**src/soc_pkg.sv**
```systemverilog
/*
 * Shared bus types and constants for the slot-decoded peripheral bus.
 * Addresses are word addresses. Each slot covers 4 KB, which is 1024 words.
 * Slot indices must stay in table order. SLOT_INVALID is the last slot.
 */
`default_nettype none

package soc_pkg;

	localparam int ARCH_BITS = 32;
	localparam int ADDR_BITS = 30;
	localparam int SEL_BITS = 4;
	localparam int SLOT_WORD_BITS = 10;
	localparam int SLOT_NUM_BITS = ADDR_BITS - SLOT_WORD_BITS;
	localparam int GPIO_COUNT = 8;

	// bus op codes
	localparam logic [1:0] OP_NOP = 2'd0;
	localparam logic [1:0] OP_WR = 2'd1;
	localparam logic [1:0] OP_RD = 2'd2;
	// swap, writes and returns the old value
	localparam logic [1:0] OP_RW = 2'd3;

	// slot map, the default device answers every slot past the last real one
	localparam int SLOT_COUNT = 3;
	localparam int SLOT_IDX_BITS = 2;
	localparam logic [SLOT_IDX_BITS-1:0] SLOT_DEVTBL = SLOT_IDX_BITS'(0);
	localparam logic [SLOT_IDX_BITS-1:0] SLOT_GPIO = SLOT_IDX_BITS'(1);
	localparam logic [SLOT_IDX_BITS-1:0] SLOT_INVALID = SLOT_IDX_BITS'(2);
	localparam int SLOT_MAPSZ = 'h1000;

	// device table contents
	localparam int SOC_ID = 4;
	localparam int DEV_ID_DEVTBL = 7;
	localparam int DEV_ID_GPIO = 6;
	localparam int DEV_ID_INVALID = 0;
	localparam logic DEV_USEINTR_DEVTBL = 1'b0;
	localparam logic DEV_USEINTR_GPIO = 1'b1;
	localparam logic DEV_USEINTR_INVALID = 1'b0;

	localparam int RST_HOLD_CYCLES = 16;
	localparam int RST_CNT_BITS = $clog2(RST_HOLD_CYCLES + 1);
	localparam int ACTIVITY_DIM_BITS = 1;

	typedef struct packed {
		logic [1:0] op;
		logic [ADDR_BITS-1:0] addr;
		logic [ARCH_BITS-1:0] data;
		logic [SEL_BITS-1:0] sel;
	} bus_req_t;

	typedef struct packed {
		logic [ARCH_BITS-1:0] data;
		logic rdy;
	} bus_rsp_t;

	// software reset request bits as written through the device table
	typedef struct packed {
		logic rst0;
		logic rst1;
	} swrst_t;

endpackage

`default_nettype wire
```
**src/soc_top.sv**
```systemverilog
/*
 * Board top without processor or memory. An external master drives the bus.
 * One clock domain, clk_4x_w. rst_p is synchronous and active high.
 * sys_rst_o and pwroff_o show the sequencer state for the board.
 */
`timescale 1ns/1ns
`default_nettype none

module soc_top (
	input  logic clk_4x_w,
	input  logic rst_p,
	input  soc_pkg::bus_req_t bus_req_i,
	output soc_pkg::bus_rsp_t bus_rsp_o,
	input  logic [soc_pkg::GPIO_COUNT-1:0] gp_i,
	output logic [soc_pkg::GPIO_COUNT-1:0] gp_o,
	output logic sys_rst_o,
	output logic pwroff_o
);

	soc_pkg::swrst_t swrst_w;
	logic sys_rst_w;
	logic cold_rst_w;
	soc_pkg::bus_req_t dev_req_w;
	logic devtbl_sel_w;
	logic gpio_sel_w;
	soc_pkg::bus_rsp_t devtbl_rsp_w;
	soc_pkg::bus_rsp_t gpio_rsp_w;
	logic xfer_done_w;

	reset_seq u_reset_seq (
		.clk_4x_w   (clk_4x_w),
		.rst_p      (rst_p),
		.swrst_i    (swrst_w),
		.sys_rst_o  (sys_rst_w),
		.cold_rst_o (cold_rst_w),
		.pwroff_o   (pwroff_o)
	);

	bus_router u_bus_router (
		.clk_4x_w     (clk_4x_w),
		.sys_rst_i    (sys_rst_w),
		.bus_req_i    (bus_req_i),
		.bus_rsp_o    (bus_rsp_o),
		.dev_req_o    (dev_req_w),
		.devtbl_sel_o (devtbl_sel_w),
		.gpio_sel_o   (gpio_sel_w),
		.devtbl_rsp_i (devtbl_rsp_w),
		.gpio_rsp_i   (gpio_rsp_w),
		.xfer_done_o  (xfer_done_w)
	);

	dev_table u_dev_table (
		.clk_4x_w  (clk_4x_w),
		.sys_rst_i (sys_rst_w),
		.dev_req_i (dev_req_w),
		.sel_i     (devtbl_sel_w),
		.rsp_o     (devtbl_rsp_w),
		.swrst_o   (swrst_w)
	);

	gpio_port u_gpio_port (
		.clk_4x_w    (clk_4x_w),
		.sys_rst_i   (sys_rst_w),
		.cold_rst_i  (cold_rst_w),
		.dev_req_i   (dev_req_w),
		.sel_i       (gpio_sel_w),
		.rsp_o       (gpio_rsp_w),
		.xfer_done_i (xfer_done_w),
		.gp_i        (gp_i),
		.gp_o        (gp_o)
	);

	assign sys_rst_o = sys_rst_w;

endmodule

`default_nettype wire

```
**src/gpio_port.sv**
```systemverilog
/*
 * GPIO slave with an activity indicator on output bit 0.
 * Word 0 is the output register, byte 0 only. Word 1 reads the synced inputs.
 * The output register clears on cold reset only and survives a warm reset.
 * gp_i passes through two flops, so reads lag the pins by two cycles.
 */
`timescale 1ns/1ns
`default_nettype none

module gpio_port (
	input  logic clk_4x_w,
	input  logic sys_rst_i,
	input  logic cold_rst_i,
	input  soc_pkg::bus_req_t dev_req_i,
	input  logic sel_i,
	output soc_pkg::bus_rsp_t rsp_o,
	input  logic xfer_done_i,
	input  logic [soc_pkg::GPIO_COUNT-1:0] gp_i,
	output logic [soc_pkg::GPIO_COUNT-1:0] gp_o
);

	int unsigned word_n;
	logic take_w;
	logic wr_w;
	logic pend_q;
	logic [soc_pkg::ARCH_BITS-1:0] rd_w;
	logic [soc_pkg::ARCH_BITS-1:0] data_q;
	logic [soc_pkg::GPIO_COUNT-1:0] out_q;
	logic [soc_pkg::GPIO_COUNT-1:0] sync1_q;
	logic [soc_pkg::GPIO_COUNT-1:0] sync2_q;
	logic [soc_pkg::ACTIVITY_DIM_BITS-1:0] dim_q;
	logic act_w;

	assign word_n = {{(32 - soc_pkg::SLOT_WORD_BITS){1'b0}},
		dev_req_i.addr[soc_pkg::SLOT_WORD_BITS-1:0]};
	assign take_w = sel_i && (dev_req_i.op != soc_pkg::OP_NOP) && !pend_q && !sys_rst_i;
	assign wr_w = (dev_req_i.op == soc_pkg::OP_WR) || (dev_req_i.op == soc_pkg::OP_RW);

	always_comb begin
		case (word_n)
			0: rd_w = {{(soc_pkg::ARCH_BITS - soc_pkg::GPIO_COUNT){1'b0}}, out_q};
			1: rd_w = {{(soc_pkg::ARCH_BITS - soc_pkg::GPIO_COUNT){1'b0}}, sync2_q};
			default: rd_w = '0;
		endcase
	end

	always_ff @(posedge clk_4x_w) begin
		if (sys_rst_i) begin
			pend_q <= 1'b0;
		end else begin
			pend_q <= take_w;
		end
	end

	// read data is captured before the write, so a swap returns the old value
	always_ff @(posedge clk_4x_w) begin
		if (take_w) begin
			data_q <= rd_w;
		end
		sync1_q <= gp_i;
		sync2_q <= sync1_q;
	end

	always_ff @(posedge clk_4x_w) begin
		if (cold_rst_i) begin
			out_q <= '0;
		end else if (take_w && wr_w && (word_n == 0) && dev_req_i.sel[0]) begin
			out_q <= dev_req_i.data[soc_pkg::GPIO_COUNT-1:0];
		end
	end

	// one pulse per completed transfer, then the dimmer holds off new pulses
	assign act_w = xfer_done_i && (dim_q == '0);

	always_ff @(posedge clk_4x_w) begin
		if (sys_rst_i) begin
			dim_q <= '0;
		end else if (act_w) begin
			dim_q <= '1;
		end else if (dim_q != '0) begin
			dim_q <= dim_q - 1'b1;
		end
	end

	assign rsp_o.data = data_q;
	assign rsp_o.rdy = pend_q;
	assign gp_o = out_q | {{(soc_pkg::GPIO_COUNT - 1){1'b0}}, act_w};

endmodule

`default_nettype wire

```
**src/dev_table.sv**
```systemverilog
/*
 * Read-only device table with the software reset request register.
 * Words 0..8 hold the SoC ID, slot count, slot IDs, map sizes and useintr bits.
 * Word 0 write, byte 0 enabled, loads the two reset request bits.
 * The request bits clear under sys_rst, so each request fires once.
 */
`timescale 1ns/1ns
`default_nettype none

module dev_table (
	input  logic clk_4x_w,
	input  logic sys_rst_i,
	input  soc_pkg::bus_req_t dev_req_i,
	input  logic sel_i,
	output soc_pkg::bus_rsp_t rsp_o,
	output soc_pkg::swrst_t swrst_o
);

	int unsigned word_n;
	logic [31:0] id_off_w;
	logic take_w;
	logic wr_w;
	logic pend_q;
	logic [soc_pkg::ARCH_BITS-1:0] rd_w;
	logic [soc_pkg::ARCH_BITS-1:0] data_q;
	logic [soc_pkg::SLOT_COUNT-1:0][soc_pkg::ARCH_BITS-1:0] id_w;
	logic [soc_pkg::SLOT_COUNT-1:0] useintr_w;
	soc_pkg::swrst_t swrst_q;

	assign word_n = {{(32 - soc_pkg::SLOT_WORD_BITS){1'b0}},
		dev_req_i.addr[soc_pkg::SLOT_WORD_BITS-1:0]};
	assign id_off_w = word_n - 2;

	assign take_w = sel_i && (dev_req_i.op != soc_pkg::OP_NOP) && !pend_q && !sys_rst_i;
	assign wr_w = (dev_req_i.op == soc_pkg::OP_WR) || (dev_req_i.op == soc_pkg::OP_RW);

	// per-slot entries, indexed by slot number
	always_comb begin
		id_w = '0;
		id_w[soc_pkg::SLOT_DEVTBL] = soc_pkg::DEV_ID_DEVTBL;
		id_w[soc_pkg::SLOT_GPIO] = soc_pkg::DEV_ID_GPIO;
		id_w[soc_pkg::SLOT_INVALID] = soc_pkg::DEV_ID_INVALID;
		useintr_w = '0;
		useintr_w[soc_pkg::SLOT_DEVTBL] = soc_pkg::DEV_USEINTR_DEVTBL;
		useintr_w[soc_pkg::SLOT_GPIO] = soc_pkg::DEV_USEINTR_GPIO;
		useintr_w[soc_pkg::SLOT_INVALID] = soc_pkg::DEV_USEINTR_INVALID;
	end

	always_comb begin
		rd_w = '0;
		if (word_n == 0) begin
			rd_w = soc_pkg::SOC_ID;
		end else if (word_n == 1) begin
			rd_w = soc_pkg::SLOT_COUNT;
		end else if (word_n < 2 + soc_pkg::SLOT_COUNT) begin
			rd_w = id_w[id_off_w[soc_pkg::SLOT_IDX_BITS-1:0]];
		end else if (word_n < 2 + 2 * soc_pkg::SLOT_COUNT) begin
			rd_w = soc_pkg::SLOT_MAPSZ;
		end else if (word_n == 2 + 2 * soc_pkg::SLOT_COUNT) begin
			rd_w = {{(soc_pkg::ARCH_BITS - soc_pkg::SLOT_COUNT){1'b0}}, useintr_w};
		end
	end

	always_ff @(posedge clk_4x_w) begin
		if (sys_rst_i) begin
			pend_q <= 1'b0;
			swrst_q <= '0;
		end else begin
			pend_q <= take_w;
			if (take_w && wr_w && (word_n == 0) && dev_req_i.sel[0]) begin
				swrst_q.rst0 <= dev_req_i.data[0];
				swrst_q.rst1 <= dev_req_i.data[1];
			end
		end
	end

	always_ff @(posedge clk_4x_w) begin
		if (take_w) begin
			data_q <= rd_w;
		end
	end

	assign rsp_o.data = data_q;
	assign rsp_o.rdy = pend_q;
	assign swrst_o = swrst_q;

endmodule

`default_nettype wire

```
**src/bus_router.sv**
```systemverilog
/*
 * Slot decoder for a single bus master.
 * Address bits above the 1024-word slot offset select the slave.
 * Unmapped slots go to a built-in default device that reads zero.
 * Only one transfer is in flight. The master holds op until rdy.
 */
`timescale 1ns/1ns
`default_nettype none

module bus_router (
	input  logic clk_4x_w,
	input  logic sys_rst_i,
	input  soc_pkg::bus_req_t bus_req_i,
	output soc_pkg::bus_rsp_t bus_rsp_o,
	output soc_pkg::bus_req_t dev_req_o,
	output logic devtbl_sel_o,
	output logic gpio_sel_o,
	input  soc_pkg::bus_rsp_t devtbl_rsp_i,
	input  soc_pkg::bus_rsp_t gpio_rsp_i,
	output logic xfer_done_o
);

	logic [soc_pkg::SLOT_NUM_BITS-1:0] slot_num_w;
	logic slot_hi_zero_w;
	logic slot_valid_w;
	logic [soc_pkg::SLOT_IDX_BITS-1:0] slot_w;
	logic [soc_pkg::SLOT_IDX_BITS-1:0] slot_q;
	logic take_w;
	logic pend_q;
	soc_pkg::bus_rsp_t rsp_w;

	assign slot_num_w = bus_req_i.addr[soc_pkg::ADDR_BITS-1:soc_pkg::SLOT_WORD_BITS];

	// real slots sit below SLOT_INVALID, everything else is the default device
	assign slot_hi_zero_w =
		(slot_num_w[soc_pkg::SLOT_NUM_BITS-1:soc_pkg::SLOT_IDX_BITS] == '0);
	assign slot_valid_w = slot_hi_zero_w &&
		(slot_num_w[soc_pkg::SLOT_IDX_BITS-1:0] < soc_pkg::SLOT_INVALID);
	assign slot_w = slot_valid_w ? slot_num_w[soc_pkg::SLOT_IDX_BITS-1:0] :
		soc_pkg::SLOT_INVALID;

	assign dev_req_o = bus_req_i;
	assign devtbl_sel_o = (slot_w == soc_pkg::SLOT_DEVTBL);
	assign gpio_sel_o = (slot_w == soc_pkg::SLOT_GPIO);

	// mirrors the slave pending flag so the response mux follows the sampled slot
	assign take_w = (bus_req_i.op != soc_pkg::OP_NOP) && !pend_q;

	always_ff @(posedge clk_4x_w) begin
		if (sys_rst_i) begin
			pend_q <= 1'b0;
			slot_q <= soc_pkg::SLOT_INVALID;
		end else begin
			pend_q <= take_w;
			if (take_w) begin
				slot_q <= slot_w;
			end
		end
	end

	always_comb begin
		case (slot_q)
			soc_pkg::SLOT_DEVTBL: rsp_w = devtbl_rsp_i;
			soc_pkg::SLOT_GPIO: rsp_w = gpio_rsp_i;
			default: begin
				// default device, acks one cycle after sampling with zero data
				rsp_w.data = '0;
				rsp_w.rdy = pend_q;
			end
		endcase
	end

	assign bus_rsp_o = rsp_w;
	assign xfer_done_o = rsp_w.rdy;

endmodule

`default_nettype wire

```
**src/reset_seq.sv**
```systemverilog
/*
 * System reset sequencer on clk_4x_w.
 * rst_p is synchronous. sys_rst_o holds for RST_HOLD_CYCLES after it drops.
 * Software requests: both bits cold, rst1 only warm, rst0 only power off.
 * Power off keeps sys_rst_o high until the next rst_p.
 */
`timescale 1ns/1ns
`default_nettype none

module reset_seq (
	input  logic clk_4x_w,
	input  logic rst_p,
	input  soc_pkg::swrst_t swrst_i,
	output logic sys_rst_o,
	output logic cold_rst_o,
	output logic pwroff_o
);

	logic sw_cold_w;
	logic sw_warm_w;
	logic sw_pwroff_w;
	logic [soc_pkg::RST_CNT_BITS-1:0] hold_cnt_q;
	logic [soc_pkg::RST_CNT_BITS-1:0] hold_cnt_d;
	logic cold_q;
	logic pwroff_q;

	assign sw_cold_w = swrst_i.rst0 && swrst_i.rst1;
	assign sw_warm_w = !swrst_i.rst0 && swrst_i.rst1;
	assign sw_pwroff_w = swrst_i.rst0 && !swrst_i.rst1;

	// any request restarts the hold window
	always_comb begin
		hold_cnt_d = hold_cnt_q;
		if (sw_cold_w || sw_warm_w || sw_pwroff_w) begin
			hold_cnt_d = soc_pkg::RST_HOLD_CYCLES[soc_pkg::RST_CNT_BITS-1:0];
		end else if (hold_cnt_q != '0) begin
			hold_cnt_d = hold_cnt_q - 1'b1;
		end
	end

	always_ff @(posedge clk_4x_w) begin
		if (rst_p) begin
			hold_cnt_q <= soc_pkg::RST_HOLD_CYCLES[soc_pkg::RST_CNT_BITS-1:0];
			cold_q <= 1'b1;
			pwroff_q <= 1'b0;
		end else begin
			hold_cnt_q <= hold_cnt_d;
			// cold stays up exactly as long as the hold window
			cold_q <= sw_cold_w || (cold_q && (hold_cnt_d != '0));
			if (sw_pwroff_w) begin
				pwroff_q <= 1'b1;
			end
		end
	end

	assign sys_rst_o = (hold_cnt_q != '0) || pwroff_q;
	assign cold_rst_o = cold_q;
	assign pwroff_o = pwroff_q;

endmodule

`default_nettype wire

```
**config.mk**
```make
export PLATFORM = sky130hd
export DESIGN_NAME = soc_top
export DESIGN_NICKNAME = d
export VERILOG_FILES = /design/src/soc_pkg.sv /design/src/soc_top.sv /design/src/gpio_port.sv /design/src/dev_table.sv /design/src/bus_router.sv /design/src/reset_seq.sv
export SDC_FILE = /design/constraint.sdc
export NUM_CORES = 1
export LEC_CHECK = 0
export BUFFER_PORTS_ARGS = -buffer_cell sky130_fd_sc_hd__clkbuf_2
export CORE_UTILIZATION = 45
export DETAILED_ROUTE_END_ITERATION = 10
export PLACE_DENSITY = 0.81
export REMOVE_ABC_BUFFERS = 1
export SLEW_MARGIN = 10
export SYNTH_ARGS = -nofsm -noshare
export SYNTH_HDL_FRONTEND = slang
export SYNTH_HIERARCHICAL = 1
export SYNTH_SLANG_ARGS = --single-unit
```
**constraint.sdc**
```tcl
create_clock -name clk_4x_w -period 4.81 [get_ports clk_4x_w]
set_clock_uncertainty 0.2 [all_clocks]
set_input_delay 0.2405 -clock clk_4x_w [delete_from_list [all_inputs] [get_ports clk_4x_w]]
set_output_delay 0.2405 -clock clk_4x_w [all_outputs]
set_load 0.01 [all_outputs]
```
==> run_results.csv <==
group,metric,value,unit
final_layout,nNetsFinal,471,
yosys,yosys_warnings,6,
power,p_sw,260,uW
cts,cts.path.max_buffers,2,
cts,clk_latency,0.29,ns
timing,finalCriticalPeriod,3.17,ns
final_layout,final_common_cell,"clkbuf_2",
floorplanning,std_cell_rows,30,
global_routing,grt_use_total,14.2,%
setup_path,slowest_stage,"nor4_4",
timing,finalHoldViolCount,0,
final_layout,most-common-layout-cells,"70 x clkbuf_2, 58 x nor2_1, 52 x conb_1, 51 x mux2i_1, 38 x dfxtp_1",
cts,clk_pin_slew,0.09,ns
routing,initialDrtViolationCount,52,
final_layout,drive_above_1_share,24.9,%
routing,antenna_left,0,
power,power,980,uW
floorplanning,dieHeight,87.0,um
floorplanning,die_width,87.0,um
routing,route.vias.total,2139,
setup_path,cp.required,4.83,ns
setup_path,worstPathArrival,3.19,ns
place,place_congestion,0.740,
floorplanning,die_area,7560,um^2
timing,max_freq,316,MHz
timing,setup_violations,0,
power,p_leak,1.44,nW
routing,vias_per_cell,4.37,
place,port_buffers,70,
setup_path,critPathMaxFanout,13,
final_layout,area_growth,7.70,%
timing,worst_slew_margin_rel,36.3,%
timing,rsz0062_at_grt,"no",
floorplanning,initial_core_util,47.3,%
timing,finalMaxSlewViolations,0,
cts,cts_buffers,5,
yosys,syn_avg_cell_area,9.50,um^2
power,power_frac_seq,50.4,%
floorplanning,core_area,6870,um^2
power,peakVddDrop,0.000136,V
routing,drcViolationCount,0,
setup_path,start_kind,"register",
cts,cts_tree,"built",
power,power_density,280,nW/um^2
run_status,status,"finished, final reports clean",
global_routing,grt_pass1_wl,8.34,mm
routing,firstDrtPassIters,4,
floorplanning,ios,121,
timing,tns,0,ns
routing,wirelength,5.45,mm
power,p_int,720,uW
power,swShare,26.6,%
global_routing,antenna_found_initial,0,
global_routing,grt_start_max_net_pins,35,
setup_path,critical_path_class,"reg -> reg",
routing,routedWlPerCell,11.1,um
run,cap_violations,0,
timing,final.period_utilization,65.9,%
min_path,hp-class,"in -> reg",
final_layout,finish.utilization,50.9,%
setup_path,cpPeakStageDelay,0.71,ns
timing,tightest_slew,0.956,ns
place,hpwl,4.20,mm
final_layout,fill_cells,653,
setup_path,crit_chain,"inv_1, ha_1, or4b_4, or2_1, nor2_1, nand2_1, nor4_4, mux2i_1",
setup_path,end_kind,"register",
power,clockPowerShare,28.9,%
global_routing,overflow,0,
global_routing,grt_pass1_vias,1955,
power,pwr-share-comb,20.7,%
cts,cts_root_buffer,"clkbuf_8",
yosys,netlist_instances,342,
cts,cts-htree-levels,2,
final_layout,antenna_cells,0,
cts,cts.sinks,51,
yosys,synthesis.area,3250,um^2
path summary, 6_finish.rpt:
check,start,end,slack [ns],cells after the start
setup / recovery,u_reset_seq/hold_cnt_q[0]$_SDFF_PP0_,u_gpio_port/out_q[5]$_SDFFE_PP0P_,1.64,8
hold / removal,bus_req_i[5],u_dev_table/swrst_o[0]$_SDFFE_PP0P_,0.01,3
setup reg to reg,u_reset_seq/hold_cnt_q[0]$_SDFF_PP0_,u_gpio_port/out_q[5]$_SDFFE_PP0P_,1.64,8
hold reg to reg,u_gpio_port/sync1_q[5]$_DFF_P_,u_gpio_port/sync2_q[5]$_DFF_P_,0.13,0
routing by layer:
metal	track usage (%)	share of wire, %	wire (um)	up-vias
li1	-	-	-	1102
met1	15.1	41	2250	961
met2	27.0	51	2790	66
met3	2.94	5.6	306	10
met4	5.61	1.8	98	0
met5	0	0	0	-
power groups by stage:
| stage | logic, mW | registers, mW | clock network, mW |
|---|---|---|---|
| global placement | 0.180 | 0.501 | 0 |
| finish | 0.203 | 0.494 | 0.283 |
| CTS | 0.202 | 0.493 | 0.295 |
| global route | 0.225 | 0.498 | 0.311 |
| detailed placement | 0.191 | 0.503 | 0 |
| floorplan | 0.133 | 0.495 | 0 |
area by class of cell:
| class | instances | area (um^2) | area share, % |
|---|---|---|---|
| multi-input cells | 242 | 1590 | 45.5 |
| repair buffers | 87 | 518 | 14.8 |
| inverters | 5 | 18.8 | 0.536 |
| clock inverters | 3 | 38.8 | 1.11 |
| clock buffers | 5 | 68.8 | 1.97 |
| well taps | 96 | 120 | 3.43 |
| flip-flops and latches | 51 | 1140 | 32.7 |
sequential cells by signal, indices dropped and copies added (netlist names):
name / count
u_dev_table/pend_q: 1
u_gpio_port/data_q: 8
u_gpio_port/out_q: 8
u_gpio_port/sync2_q: 8
u_dev_table/data_q: 4
u_reset_seq/cold_rst_o: 1
u_gpio_port/pend_q: 1
u_bus_router/pend_q: 1
u_dev_table/swrst_o: 2
u_gpio_port/sync1_q: 8
u_reset_seq/hold_cnt_q: 5
u_gpio_port/dim_q: 1
u_bus_router/slot_q: 2
u_reset_seq/pwroff_o: 1
critical path: cells and delay by family, from the launching register on:
kind,cells,cell delay [ns]
flops,1,0.39
fa+ha+maj,1,0.22
buf+inv,1,0.11
simple gates,5,1.92
mux,1,0.26
per-stage QoR:
step	cells	setup slack [ns]	hold WS (ns)	cell area, um^2
global placement	465	1.74	0.111	3230
CTS	489	1.61	0.00847	3500
finish	489	1.64	0.0135	3500
floorplan	298	2.02	0.0682	2750
global route	489	1.42	0.00850	3500
detailed placement	465	1.63	0.112	3230
what timing repair did:
| item | 4_1_cts | 5_1_grt |
|---|---|---|
| hold endpoints to repair | 17 | 0 |
| hold buffers | 16 | 0 |
| resized for setup | 0 | 0 |
| buffers inserted | 0 | 0 |
Power figures use the tool's default switching activity.
